### src/evrPkg.sv
// event receiver shared types, symbols and register map for the fabric side
package evrPkg;

    ////////////////////////////////////////////////////////////////////////////
    // widths with a meaning
    typedef logic [7:0]  evrCode_t;   // one event code
    typedef logic [11:0] apbAddr_t;   // byte address inside the receiver window
    typedef logic [31:0] apbData_t;

    // widest action word the table can hold, triggers + monitor + pps
    localparam int actionMaxWidth = 16;

    ////////////////////////////////////////////////////////////////////////////
    // transceiver word, two decoded bytes per evrClk
    typedef struct packed {
        logic [15:0] data;        // low byte carries the event code
        logic [1:0]  isK;         // per byte control character flag
        logic [1:0]  notInTable;  // per byte 8b/10b decode error
    } rxWord_t;

    // APB request from the host side
    typedef struct packed {
        logic     psel;
        logic     penable;
        logic     pwrite;
        apbAddr_t paddr;
        apbData_t pwdata;
    } apbReq_t;

    // APB response, never stalls
    typedef struct packed {
        apbData_t prdata;
        logic     pready;
        logic     pslverr;
    } apbRsp_t;

    // one action table write
    typedef struct packed {
        logic                      en;
        evrCode_t                  code;   // entry index
        logic [actionMaxWidth-1:0] bits;   // new action word, low bits used
    } actionWrite_t;

    ////////////////////////////////////////////////////////////////////////////
    // special characters and codes
    localparam evrCode_t kComma        = 8'hBC;  // K28.5
    localparam evrCode_t heartbeatCode = 8'd122;

    ////////////////////////////////////////////////////////////////////////////
    // register offsets
    localparam apbAddr_t regStatus     = 12'h000;  // read only
    localparam apbAddr_t regControl    = 12'h004;  // write only
    localparam apbAddr_t regMonitor    = 12'h008;  // read pops the FIFO head
    localparam apbAddr_t regActionBase = 12'h400;  // 256 word entries, write only

endpackage
### src/evrTop.sv
// event receiver fabric top, alignment, decode, actions, markers and monitor FIFO on evrClk
`timescale 1ns/1ps

module evrTop #(
    parameter int evrClockRate     = 125000000,
    parameter int outputCount      = 8,
    parameter int commasNeeded     = 60,
    parameter int hbStretchCycles  = evrClockRate / 3 - 2,        // about a third of a second
    parameter int ppsStretchCycles = evrClockRate / 2000000 - 2,  // about half a microsecond
    parameter int monitorDepth     = 16
) (
    input  logic                   evrClk,
    input  logic                   rstN_i,
    input  evrPkg::rxWord_t        rxWord_i,
    input  evrPkg::apbReq_t        apb_i,
    output evrPkg::apbRsp_t        apb_o,
    output logic                   aligned_o,
    output logic                   bitSlide_o,
    output evrPkg::evrCode_t       evrCode_o,
    output logic                   evrCodeValid_o,
    output logic [outputCount-1:0] evrTrigger_o,
    output logic                   evrHbMarker_o,
    output logic                   evrPpsMarker_o
);

    evrPkg::actionWrite_t actionWrite;
    evrPkg::evrCode_t     monitorHead;
    logic                 slideReq;
    logic                 monitorPop;
    logic                 monitorClear;
    logic                 monitorFlag;
    logic                 monitorEmpty;
    logic                 monitorOverflow;
    logic                 ppsFlag;
    logic                 hbTrigger;

    ////////////////////////////////////////////////////////////////////////////
    // receive path
    evrCommaAlign #(.commasNeeded(commasNeeded)) commaAlign (
        .evrClk     (evrClk),
        .rstN_i     (rstN_i),
        .rxWord_i   (rxWord_i),
        .slideReq_i (slideReq),
        .aligned_o  (aligned_o),
        .bitSlide_o (bitSlide_o)
    );

    evrEventDecode #(.outputCount(outputCount)) eventDecode (
        .evrClk         (evrClk),
        .rstN_i         (rstN_i),
        .rxWord_i       (rxWord_i),
        .aligned_i      (aligned_o),
        .actionWrite_i  (actionWrite),
        .evrCode_o      (evrCode_o),
        .evrCodeValid_o (evrCodeValid_o),
        .evrTrigger_o   (evrTrigger_o),
        .monitorFlag_o  (monitorFlag),
        .ppsFlag_o      (ppsFlag)
    );

    ////////////////////////////////////////////////////////////////////////////
    // markers, heartbeat taken straight off the wire even before alignment
    assign hbTrigger = (rxWord_i.data[7:0] == evrPkg::heartbeatCode) && !rxWord_i.isK[0];

    evrMarkerStretch #(.stretchCycles(hbStretchCycles)) hbStretch (
        .evrClk    (evrClk),
        .rstN_i    (rstN_i),
        .trigger_i (hbTrigger),
        .marker_o  (evrHbMarker_o)
    );

    evrMarkerStretch #(.stretchCycles(ppsStretchCycles)) ppsStretch (
        .evrClk    (evrClk),
        .rstN_i    (rstN_i),
        .trigger_i (ppsFlag),
        .marker_o  (evrPpsMarker_o)
    );

    ////////////////////////////////////////////////////////////////////////////
    // monitor FIFO and host registers
    evrEventMonitor #(.monitorDepth(monitorDepth)) eventMonitor (
        .evrClk     (evrClk),
        .rstN_i     (rstN_i),
        .wrEn_i     (monitorFlag),
        .code_i     (evrCode_o),
        .pop_i      (monitorPop),
        .clear_i    (monitorClear),
        .head_o     (monitorHead),
        .empty_o    (monitorEmpty),
        .overflow_o (monitorOverflow)
    );

    evrApbRegs apbRegs (
        .evrClk            (evrClk),
        .rstN_i            (rstN_i),
        .apb_i             (apb_i),
        .aligned_i         (aligned_o),
        .hbMarker_i        (evrHbMarker_o),
        .monitorHead_i     (monitorHead),
        .monitorEmpty_i    (monitorEmpty),
        .monitorOverflow_i (monitorOverflow),
        .apb_o             (apb_o),
        .actionWrite_o     (actionWrite),
        .slideReq_o        (slideReq),
        .monitorPop_o      (monitorPop),
        .monitorClear_o    (monitorClear)
    );

endmodule

### src/evrApbRegs.sv
// APB register slave for status, control, monitor readout and action table writes
`timescale 1ns/1ps

module evrApbRegs (
    input  logic                 evrClk,
    input  logic                 rstN_i,
    input  evrPkg::apbReq_t      apb_i,
    input  logic                 aligned_i,
    input  logic                 hbMarker_i,
    input  evrPkg::evrCode_t     monitorHead_i,
    input  logic                 monitorEmpty_i,
    input  logic                 monitorOverflow_i,
    output evrPkg::apbRsp_t      apb_o,
    output evrPkg::actionWrite_t actionWrite_o,
    output logic                 slideReq_o,
    output logic                 monitorPop_o,
    output logic                 monitorClear_o
);

    logic               access;   // second phase, completes this cycle
    logic               wrAccess;
    logic               rdAccess;
    logic               isStatus;
    logic               isControl;
    logic               isMonitor;
    logic               isAction;
    logic               slvErr;
    evrPkg::apbData_t   rdData;

    assign access   = apb_i.psel && apb_i.penable;
    assign wrAccess = access && apb_i.pwrite;
    assign rdAccess = access && !apb_i.pwrite;

    ////////////////////////////////////////////////////////////////////////////
    // address decode
    assign isStatus  = (apb_i.paddr == evrPkg::regStatus);
    assign isControl = (apb_i.paddr == evrPkg::regControl);
    assign isMonitor = (apb_i.paddr == evrPkg::regMonitor);
    assign isAction  = (apb_i.paddr[11:10] == evrPkg::regActionBase[11:10])
                    && (apb_i.paddr[1:0] == 2'b00);  // word aligned entries only

    ////////////////////////////////////////////////////////////////////////////
    // write side, all single cycle strobes
    assign actionWrite_o = '{
        en:   wrAccess && isAction,
        code: apb_i.paddr[9:2],
        bits: apb_i.pwdata[evrPkg::actionMaxWidth-1:0]
    };

    assign slideReq_o     = wrAccess && isControl && apb_i.pwdata[0];
    assign monitorClear_o = wrAccess && isControl && apb_i.pwdata[1];

    // reading the monitor register consumes the head
    assign monitorPop_o = rdAccess && isMonitor && !monitorEmpty_i;

    ////////////////////////////////////////////////////////////////////////////
    // read side
    always_comb begin
        rdData = '0;
        if (isStatus) begin
            rdData[0] = aligned_i;
            rdData[1] = hbMarker_i;
            rdData[2] = monitorEmpty_i;
            rdData[3] = monitorOverflow_i;
        end else if (isMonitor && !monitorEmpty_i) begin
            rdData[31]  = 1'b1;           // entry valid
            rdData[7:0] = monitorHead_i;
        end
    end

    // unmapped, or the wrong direction for the register
    assign slvErr = !(isStatus || isControl || isMonitor || isAction)
                 || (apb_i.pwrite && (isStatus || isMonitor))
                 || (!apb_i.pwrite && (isControl || isAction));

    assign apb_o = '{
        prdata:  rdData,
        pready:  1'b1,               // zero wait states
        pslverr: access && slvErr
    };

    ////////////////////////////////////////////////////////////////////////////
    assertPenableWithPsel : assert property (
        @(posedge evrClk) disable iff (!rstN_i)
        apb_i.penable |-> apb_i.psel
    );

    // each control write gives one slide request, never two back to back
    assertSlideSingle : assert property (
        @(posedge evrClk) disable iff (!rstN_i)
        slideReq_o |=> !slideReq_o
    );

endmodule

### src/evrEventMonitor.sv
// event monitor FIFO, holds codes of flagged events for the host with sticky overflow
`timescale 1ns/1ps

module evrEventMonitor #(
    parameter int monitorDepth = 16   // power of two
) (
    input  logic             evrClk,
    input  logic             rstN_i,
    input  logic             wrEn_i,     // monitor flag from the action stage
    input  evrPkg::evrCode_t code_i,     // code one stage ahead of wrEn_i
    input  logic             pop_i,
    input  logic             clear_i,
    output evrPkg::evrCode_t head_o,
    output logic             empty_o,
    output logic             overflow_o
);

    localparam int addrWidth = $clog2(monitorDepth);
    localparam int ptrWidth  = addrWidth + 1;  // wrap bit tells full from empty

    evrPkg::evrCode_t      fifoMem [monitorDepth];
    evrPkg::evrCode_t      codeD;    // code lined up with its flag
    logic [ptrWidth-1:0]   wrPtr;
    logic [ptrWidth-1:0]   rdPtr;
    logic                  full;
    logic                  doWrite;

    assign empty_o = (wrPtr == rdPtr);
    assign full    = (wrPtr[addrWidth-1:0] == rdPtr[addrWidth-1:0])
                  && (wrPtr[addrWidth] != rdPtr[addrWidth]);
    assign doWrite = wrEn_i && !full;
    assign head_o  = fifoMem[rdPtr[addrWidth-1:0]];

    // code is one cycle ahead of the flag, hold it back a stage
    always_ff @(posedge evrClk) begin
        codeD <= code_i;
    end

    always_ff @(posedge evrClk) begin
        if (doWrite) begin
            fifoMem[wrPtr[addrWidth-1:0]] <= codeD;
        end
    end

    ////////////////////////////////////////////////////////////////////////////
    // pointers and overflow
    always_ff @(posedge evrClk or negedge rstN_i) begin
        if (!rstN_i) begin
            wrPtr      <= '0;
            rdPtr      <= '0;
            overflow_o <= 1'b0;
        end else if (clear_i) begin
            wrPtr      <= '0;  // clear wins over a write in the same cycle
            rdPtr      <= '0;
            overflow_o <= 1'b0;
        end else begin
            if (doWrite) begin
                wrPtr <= wrPtr + 1'b1;
            end
            if (wrEn_i && full) begin
                overflow_o <= 1'b1;  // event lost, stays set until clear
            end
            if (pop_i && !empty_o) begin
                rdPtr <= rdPtr + 1'b1;
            end
        end
    end

    // register block must only pop when it has seen an entry
    assertNoEmptyPop : assert property (
        @(posedge evrClk) disable iff (!rstN_i)
        pop_i |-> !empty_o
    );

endmodule

### src/evrMarkerStretch.sv
// retriggerable pulse stretcher, turns a single cycle event into a visible marker
`timescale 1ns/1ps

module evrMarkerStretch #(
    parameter int stretchCycles = 20
) (
    input  logic evrClk,
    input  logic rstN_i,
    input  logic trigger_i,
    output logic marker_o
);

    // counter runs up from minus the length, sign bit is the marker
    localparam int stretchWidth = $clog2(stretchCycles + 1) + 1;
    localparam logic [stretchWidth-1:0] stretchLoad =
        stretchWidth'(0) - stretchWidth'(stretchCycles);

    logic [stretchWidth-1:0] stretchCount;

    assign marker_o = stretchCount[stretchWidth-1];

    always_ff @(posedge evrClk or negedge rstN_i) begin
        if (!rstN_i) begin
            stretchCount <= '0;  // idle, marker low
        end else if (trigger_i) begin
            stretchCount <= stretchLoad;  // restart even when already running
        end else if (marker_o) begin
            stretchCount <= stretchCount + 1'b1;
        end
    end

endmodule

### src/evrEventDecode.sv
// event code filter and register, plus the 256 entry code to action table
`timescale 1ns/1ps

module evrEventDecode #(
    parameter int outputCount = 8
) (
    input  logic                 evrClk,
    input  logic                 rstN_i,
    input  evrPkg::rxWord_t      rxWord_i,
    input  logic                 aligned_i,
    input  evrPkg::actionWrite_t actionWrite_i,
    output evrPkg::evrCode_t     evrCode_o,
    output logic                 evrCodeValid_o,
    output logic [outputCount-1:0] evrTrigger_o,
    output logic                 monitorFlag_o,
    output logic                 ppsFlag_o
);

    // triggers in the low bits, then monitor, then pps
    localparam int actionWidth = outputCount + 2;

    logic [actionWidth-1:0] actionTable [256];
    logic [actionWidth-1:0] actions;
    logic                   goodCode;

    ////////////////////////////////////////////////////////////////////////////
    // code filter
    assign goodCode = aligned_i
                   && (rxWord_i.data[7:0] != 8'h00)
                   && !rxWord_i.isK[0];  // control characters are not events

    always_ff @(posedge evrClk or negedge rstN_i) begin
        if (!rstN_i) begin
            evrCode_o      <= '0;
            evrCodeValid_o <= 1'b0;
        end else begin
            evrCode_o      <= goodCode ? rxWord_i.data[7:0] : 8'h00;
            evrCodeValid_o <= goodCode;
        end
    end

    ////////////////////////////////////////////////////////////////////////////
    // action table, written from APB, read with the registered code
    always_ff @(posedge evrClk or negedge rstN_i) begin
        if (!rstN_i) begin
            for (int i = 0; i < 256; i++) begin
                actionTable[i] <= '0;  // no event fires anything after reset
            end
        end else if (actionWrite_i.en) begin
            actionTable[actionWrite_i.code] <= actionWrite_i.bits[actionWidth-1:0];
        end
    end

    always_ff @(posedge evrClk or negedge rstN_i) begin
        if (!rstN_i) begin
            actions <= '0;
        end else begin
            // second pipeline stage, code in flight behind it
            actions <= evrCodeValid_o ? actionTable[evrCode_o] : '0;
        end
    end

    assign evrTrigger_o  = actions[outputCount-1:0];
    assign monitorFlag_o = actions[outputCount];
    assign ppsFlag_o     = actions[outputCount+1];

    // no valid code in the previous stage means quiet outputs
    assertQuietActions : assert property (
        @(posedge evrClk) disable iff (!rstN_i)
        !evrCodeValid_o |=> (actions == '0)
    );

endmodule

### src/evrCommaAlign.sv
// comma alignment detector, counts consecutive K28.5 words and drives the bit-slide pulse
`timescale 1ns/1ps

module evrCommaAlign #(
    parameter int commasNeeded = 60
) (
    input  logic            evrClk,
    input  logic            rstN_i,
    input  evrPkg::rxWord_t rxWord_i,
    input  logic            slideReq_i,   // one cycle request from the register block
    output logic            aligned_o,
    output logic            bitSlide_o    // to transceiver slide input
);

    // down counter, an extra bit on top becomes the aligned flag
    localparam int countReload = commasNeeded - 1;
    localparam int countWidth  = $clog2(countReload + 1) + 1;

    logic [countWidth-1:0] commaCount;
    logic                  alignedFlag;
    logic                  isComma;
    logic                  reload;

    assign alignedFlag = commaCount[countWidth-1];  // sign bit

    // K28.5 only counts in the low byte
    assign isComma = rxWord_i.isK[0] && (rxWord_i.data[7:0] == evrPkg::kComma);

    // decode error, K in the high byte, or a slide in progress all restart the count
    assign reload = (rxWord_i.notInTable != 2'b00) || rxWord_i.isK[1] || bitSlide_o;

    always_ff @(posedge evrClk or negedge rstN_i) begin
        if (!rstN_i) begin
            commaCount <= countWidth'(countReload);
            aligned_o  <= 1'b0;
            bitSlide_o <= 1'b0;
        end else begin
            bitSlide_o <= slideReq_i;   // one cycle after the control write
            aligned_o  <= alignedFlag;  // registered copy for the outside
            if (reload) begin
                commaCount <= countWidth'(countReload);
            end else if (!alignedFlag && isComma) begin
                commaCount <= commaCount - 1'b1;
            end
        end
    end

    ////////////////////////////////////////////////////////////////////////////
    // once aligned the count is frozen until something forces a reload
    assertAlignedHold : assert property (
        @(posedge evrClk) disable iff (!rstN_i)
        (alignedFlag && !reload) |=> $stable(commaCount)
    );

endmodule

### config.mk
export PLATFORM = sky130hd
export DESIGN_NAME = evrTop
export DESIGN_NICKNAME = d
export VERILOG_FILES = /design/src/evrPkg.sv /design/src/evrTop.sv /design/src/evrApbRegs.sv /design/src/evrEventMonitor.sv /design/src/evrMarkerStretch.sv /design/src/evrEventDecode.sv /design/src/evrCommaAlign.sv
export SDC_FILE = /design/constraint.sdc
export NUM_CORES = 2
export LEC_CHECK = 0
export BUFFER_PORTS_ARGS = -buffer_cell sky130_fd_sc_hd__buf_4
export CAP_MARGIN = 10
export CORE_MARGIN = 2
export CORE_UTILIZATION = 35
export CTS_BUF_LIST = sky130_fd_sc_hd__clkbuf_4
export CTS_CLUSTER_DIAMETER = 80
export DETAILED_ROUTE_END_ITERATION = 6
export PLACE_DENSITY_LB_ADDON = 0.2
export SETUP_SLACK_MARGIN = 0.4
export SYNTH_ARGS = -nofsm -noshare
export SYNTH_HDL_FRONTEND = slang
export SYNTH_SLANG_ARGS = --single-unit
### constraint.sdc
create_clock -name evrClk -period 5.2 [get_ports evrClk]
set_input_delay 0.78 -clock evrClk [delete_from_list [all_inputs] [get_ports evrClk]]
set_output_delay 0.78 -clock evrClk [all_outputs]
set_load 0.02 [all_outputs]
Yosys cells after proc, flatten, opt, wreduce, memory -nomap -nowiden. Memory sizes are Yosys's and may differ from the RTL's. Index checks and enable logic that the tools add are counted.

Register bits after elaboration: 2641. Memory bits (writable): 128. Input bits: 69. Output and inout bits: 55. Word-level logic and storage cells: 365. Memories kept: 1.

$add $sub $neg: 5. Order comparisons: 3. Equal/unequal tests: 8. Multiplexer cells: 27. Bitwise gates (word level): 2. Reductions and logical operators: 49.

Memory list: eventMonitor.fifoMem (depth 16, width 8, read ports 1, clocked after memory_dff 0, write ports 1, RTL line evrEventMonitor.sv:21) `evrPkg::evrCode_t fifoMem [monitorDepth];`.

Operator list (number): $bwmux 2560 (1); $bmux 10 s8 (1); $demux 10 s8 (1); $mux 27 (2); $mux 10 (4); $mux 7 (4); $add 27x1->27 const B (1); $logic_and 1x1->1 (24); $mux 5 (4); $ge 9x9->1 const B (2); $not 8->9 (2); $mux 8 (2); $reduce_bool 2->1 (7); $eq 12x3->1 const B (1); $eq 12x4->1 const B (1); $logic_not 12->1 (1); $add 5x1->5 const B (2); $logic_or 1x1->1 (9); $lt 9x1->1 const B (1); $eq 8x7->1 const B (1); $eq 8x8->1 const B (1); $mux 4 (2); $reduce_bool 8->1 (1); $add 7x1->7 const B (1); 8 further kinds (18).

Longest topological paths before layout.
Depth after elaboration: 8. Depth in mapped cells: 11. Mapped depth without buffers: 6.

Modules after synthesis. A second synthesis with hierarchy kept.

Cell total of the unflattened synthesis: 8239. Area, all modules: 126450.0 sq um.

By module, submodules not included: evrEventDecode (instances 1, cells an instance 7602, area an instance 117597.8 sq um, sequential area each 64536.9 sq um); evrEventMonitor (instances 1, cells an instance 329, area an instance 5940.7 sq um, sequential area each 4279.1 sq um); evrMarkerStretch at hbStretch (instances 1, cells an instance 142, area an instance 1435.1 sq um, sequential area each 675.6 sq um); evrApbRegs (instances 1, cells an instance 92, area an instance 613.1 sq um, sequential area each 0.0 sq um); evrCommaAlign (instances 1, cells an instance 41, area an instance 504.2 sq um, sequential area each 231.5 sq um); evrMarkerStretch at ppsStretch (instances 1, cells an instance 30, area an instance 325.3 sq um, sequential area each 175.2 sq um); evrTop (instances 1, cells an instance 3, area an instance 33.8 sq um, sequential area each 0.0 sq um).

Worst setup path before layout. OpenSTA, ideal clock, no wires.

Path kind: input-to-output. From: in apb_i[39] (netlist bit). To: out apb_o[3] (netlist bit). Data arrival time: 2.411 ns. Data required time: 4.420 ns. Slack: 2.009 ns. Stages: 7. Path buffers: 1. Cells stage by stage: buf_2 > nor4_1 > nand3b_1 > a21oi_1 > nand2_1 > inv_1 > a22o_1.

RTL lines: start, declared (RTL line evrTop.sv:15) `input evrPkg::apbReq_t apb_i,`; end, declared (RTL line evrTop.sv:16) `output evrPkg::apbRsp_t apb_o,`.

==> results.cfg <==
[worst_setup_path]
r2r_slack_ns = 0.73
r2r-start = eventDecode.evrCode_o[2]$_DFF_PN0_
crit_required_ns = 4.42
reg2regPathDepth = 9
critPathArrivalTime_ns = 3.80
cp_max_fo = 26
crit_type = register to output pin
critPathLaunchType = register
worstReg2RegEnd = eventDecode.actions[0]$_DFF_PN0_
setup.worst_path.end_class = output pin

[clock_tree]
clock-sinks = 2769
cts.clk_slew.worst_paths_ns = 0.07
clkLatencyLatePin_ns = 1.57
htreeDepth = 6
cts_tree = built
cts-root-buf = clkbuf_4
numCtsBuffers = 744
clk_path_buf_depth = 4

[placement]
numPortBuffers = 69
place_hpwl_mm = 257.7
dp_slack_ns = 0.8403
routabilityCongestion = 0.8452

[final_layout]
drive_gt1_share_pct = 50.35
final_cell_mix = dfrtp_1 (2,621), mux2_2 (2,278), clkbuf_4 (1,133)
num-fill-cells = 33580
nets = 8828
syn_to_final_growth_pct = 13.61
final_common_cell = dfrtp_1

[synth]
synthCells = 8128
synth.mux.area_fraction_pct = 35.53
synth_top_family_by_area = multiplexers
yosys.area.top_type = dfrtp_1
synth_area_leaders = dfrtp_1 (52%), mux2_2 (20%), mux4_2 (10%), edfxtp_1 (3.0%), mux2_1 (2.7%)
synth.distinct_cells = 84
yosysWarnings = 0
synth_top_area_share_pct = 52.00
ys_seq_elements = 2769
seq_area_frac_synth_pct = 55.26
synthFlopType = dfrtp_1
synth.avg_cell_area_um2 = 15.56
synth_edf_count = 128
synth_xor_area_share_pct = 0.2562
synth_compound_area_share_pct = 2.851
synthArstFlopShare_pct = 95.09
synth_area_mm2 = 0.1265
synth_fa_ha_area_share_pct = 0.07914
synth-simple-area-share_pct = 3.371

[route]
routed_wl_mm = 393.9
first_iter_violations = 5611
wl_per_cell_um = 27.96
drc = 0
via_count = 76760
drtPass1Iterations = 5
ant_nets = 0
vias_per_cell = 5.449

[sta]
rsz0062_at_grt = no
drv_slew = 0
setup_ws_ns = 0.6195
fmax_mhz = 218.3
skew_ns = 0.1139
setup_viol = 0
fin_crit_sh_pct = 88.09
worstMarginPinSlew_ns = 1.264
hold_viol = 0
finalSetupTns_ns = 0
min_period_ns = 4.580
slew_headroom_pct = 15.65

[floorplan]
rows = 220
core_mm2 = 0.3595
die_x_um = 605.1
die-area_mm2 = 0.3662
start_util_pct = 35.18
die_h_um = 605.1
io_pins = 124

[min_path]
holdPathEnd = eventDecode.actionTable[1258]$_DFFE_PN0P_
min_path_cells = 6
min-delay-start = apb_i[40]
hold_class = input port to register

[grt]
antenna_found_initial = 32
grt_start_max_net_pins = 181
grt_pass1_wl_mm = 575.0
grt-ovfl-total = 0
grt_pass1_vias = 81540
grt_usage_pct = 21.41

[power_and_ir_drop]
peakVddDrop_mv = 0.1961
power_leakage_nw = 67.67
powerDensity_mw_per_mm2 = 299.1

[status]
run_status = completed

[job]
maxCapViolCount = 0
Yosys cell counts, types with 15 or more instances:
cell       count
a2111oi_0     15
a211oi_1      44
a21oi_1       82
a22oi_1       28
and2_1        40
and3_1        21
buf_1         27
buf_2         91
buf_4         47
buf_6         29
buf_8         25
clkbuf_1     399
dfrtp_1     2628
edfxtp_1     128
mux2_1       299
mux2_2      2278
mux2i_1      307
mux4_2       567
nand2_1      148
nand2_4       30
nand2b_1      15
nand3_1       82
nand4_1       20
nor2_1       109
nor2_2        84
nor3_1        38
nor4_1        23
o21ai_0       48
o221ai_1     108
o22ai_1       70
o31ai_1       17
or3_1         23
xor2_1        24
logic make-up after synthesis:
family / after synthesis
buffers and inverters: 640
xor gates and xnor gates: 37
adders and majority gates: 8
muxes: 3454
and+or+nand+nor: 721
DFF: 2769
AOI/OAI and AO/OA: 497
other: 2
worst max path at each step:
stage,startpoint,end,slack (ns)
global route,eventMonitor.rdPtr[0]$_DFFE_PN0P_,apb_o[3],0.52
global placement,eventDecode.evrCode_o[2]$_DFF_PN0_,eventDecode.actions[2]$_DFF_PN0_,0.85
CTS,eventMonitor.rdPtr[0]$_DFFE_PN0P_,apb_o[3],0.41
detailed placement,eventDecode.evrCode_o[2]$_DFF_PN0_,eventDecode.actions[2]$_DFF_PN0_,0.84
finish,eventMonitor.rdPtr[0]$_DFFE_PN0P_,apb_o[3],0.62
floorplan,apb_i[39],apb_o[3],2.01
metal layers:
layer	track usage [%]	wire [um]
met2	33.34	181300
met1	29.21	173500
met4	8.396	14780
met5	0	184
met3	4.583	24170
stage by stage:
step                      utilization, %  std cells  hold slack [ns]  total power, mW  instance area (um2)
after floorplan                        -       8150           0.3663            22.62               126600
after global placement             37.07      12710           0.3789            23.38               133300
after detailed placement           37.07      12710           0.3874            23.44               133300
after CTS                          39.95      14060          0.03417            43.66               143600
after global routing               39.96      14070           0.1918            44.93               143600
final                              39.97      14090           0.2453            42.99               143700
final cells by class:
class / instances / area [um2] / area share (%)
Timing Repair Buffer: 482 / 4573 / 3.182
Inverter: 13 / 58.81 / 0.04092
Tap cell: 4773 / 5972 / 4.156
Sequential cell: 2769 / 69920 / 48.66
Multi-Input combinational cell: 4741 / 53450 / 37.20
Clock buffer: 1133 / 8506 / 5.919
Antenna cell: 25 / 62.56 / 0.04354
Clock inverter: 151 / 1150 / 0.8002
state kept, by name, indices dropped and copies added (netlist names), 5 cells and up:
| signal | cells |
|---|---|
| eventDecode.evrCode_o | 8 |
| eventMonitor.wrPtr | 5 |
| eventMonitor.fifoMem | 128 |
| ppsStretch.stretchCount | 7 |
| eventDecode.actions | 10 |
| hbStretch.stretchCount | 27 |
| eventDecode.actionTable | 2560 |
| eventMonitor.rdPtr | 5 |
| commaAlign.commaCount | 7 |
| eventMonitor.codeD | 8 |
where the power goes:
| part | internal [mW] | switching [mW] |
|---|---|---|
| Clock | 10.6 | 9.35 |
| Combinational | 0.222 | 1.02 |
| Sequential | 21.7 | 0.0687 |
| Total | 32.5 | 10.4 |
worst max-delay path, cell delays in order, from the launching register on:
cell	delay, ns
dfrtp_4	0.43
buf_12	0.23
mux4_2	0.58
mux4_2	0.56
a22o_1	0.27
buf_4	0.16
timing repair:
action | 4_1_cts | 5_1_grt
endpoints found under the hold margin | 3340 | 0
buffers inserted | 3 | 0
gates resized for setup | 7 | 0
hold buffers | 63 | 0
endpoints found under the setup margin | 9 | 0
Note: power is estimated with default switching activity, not from simulation.
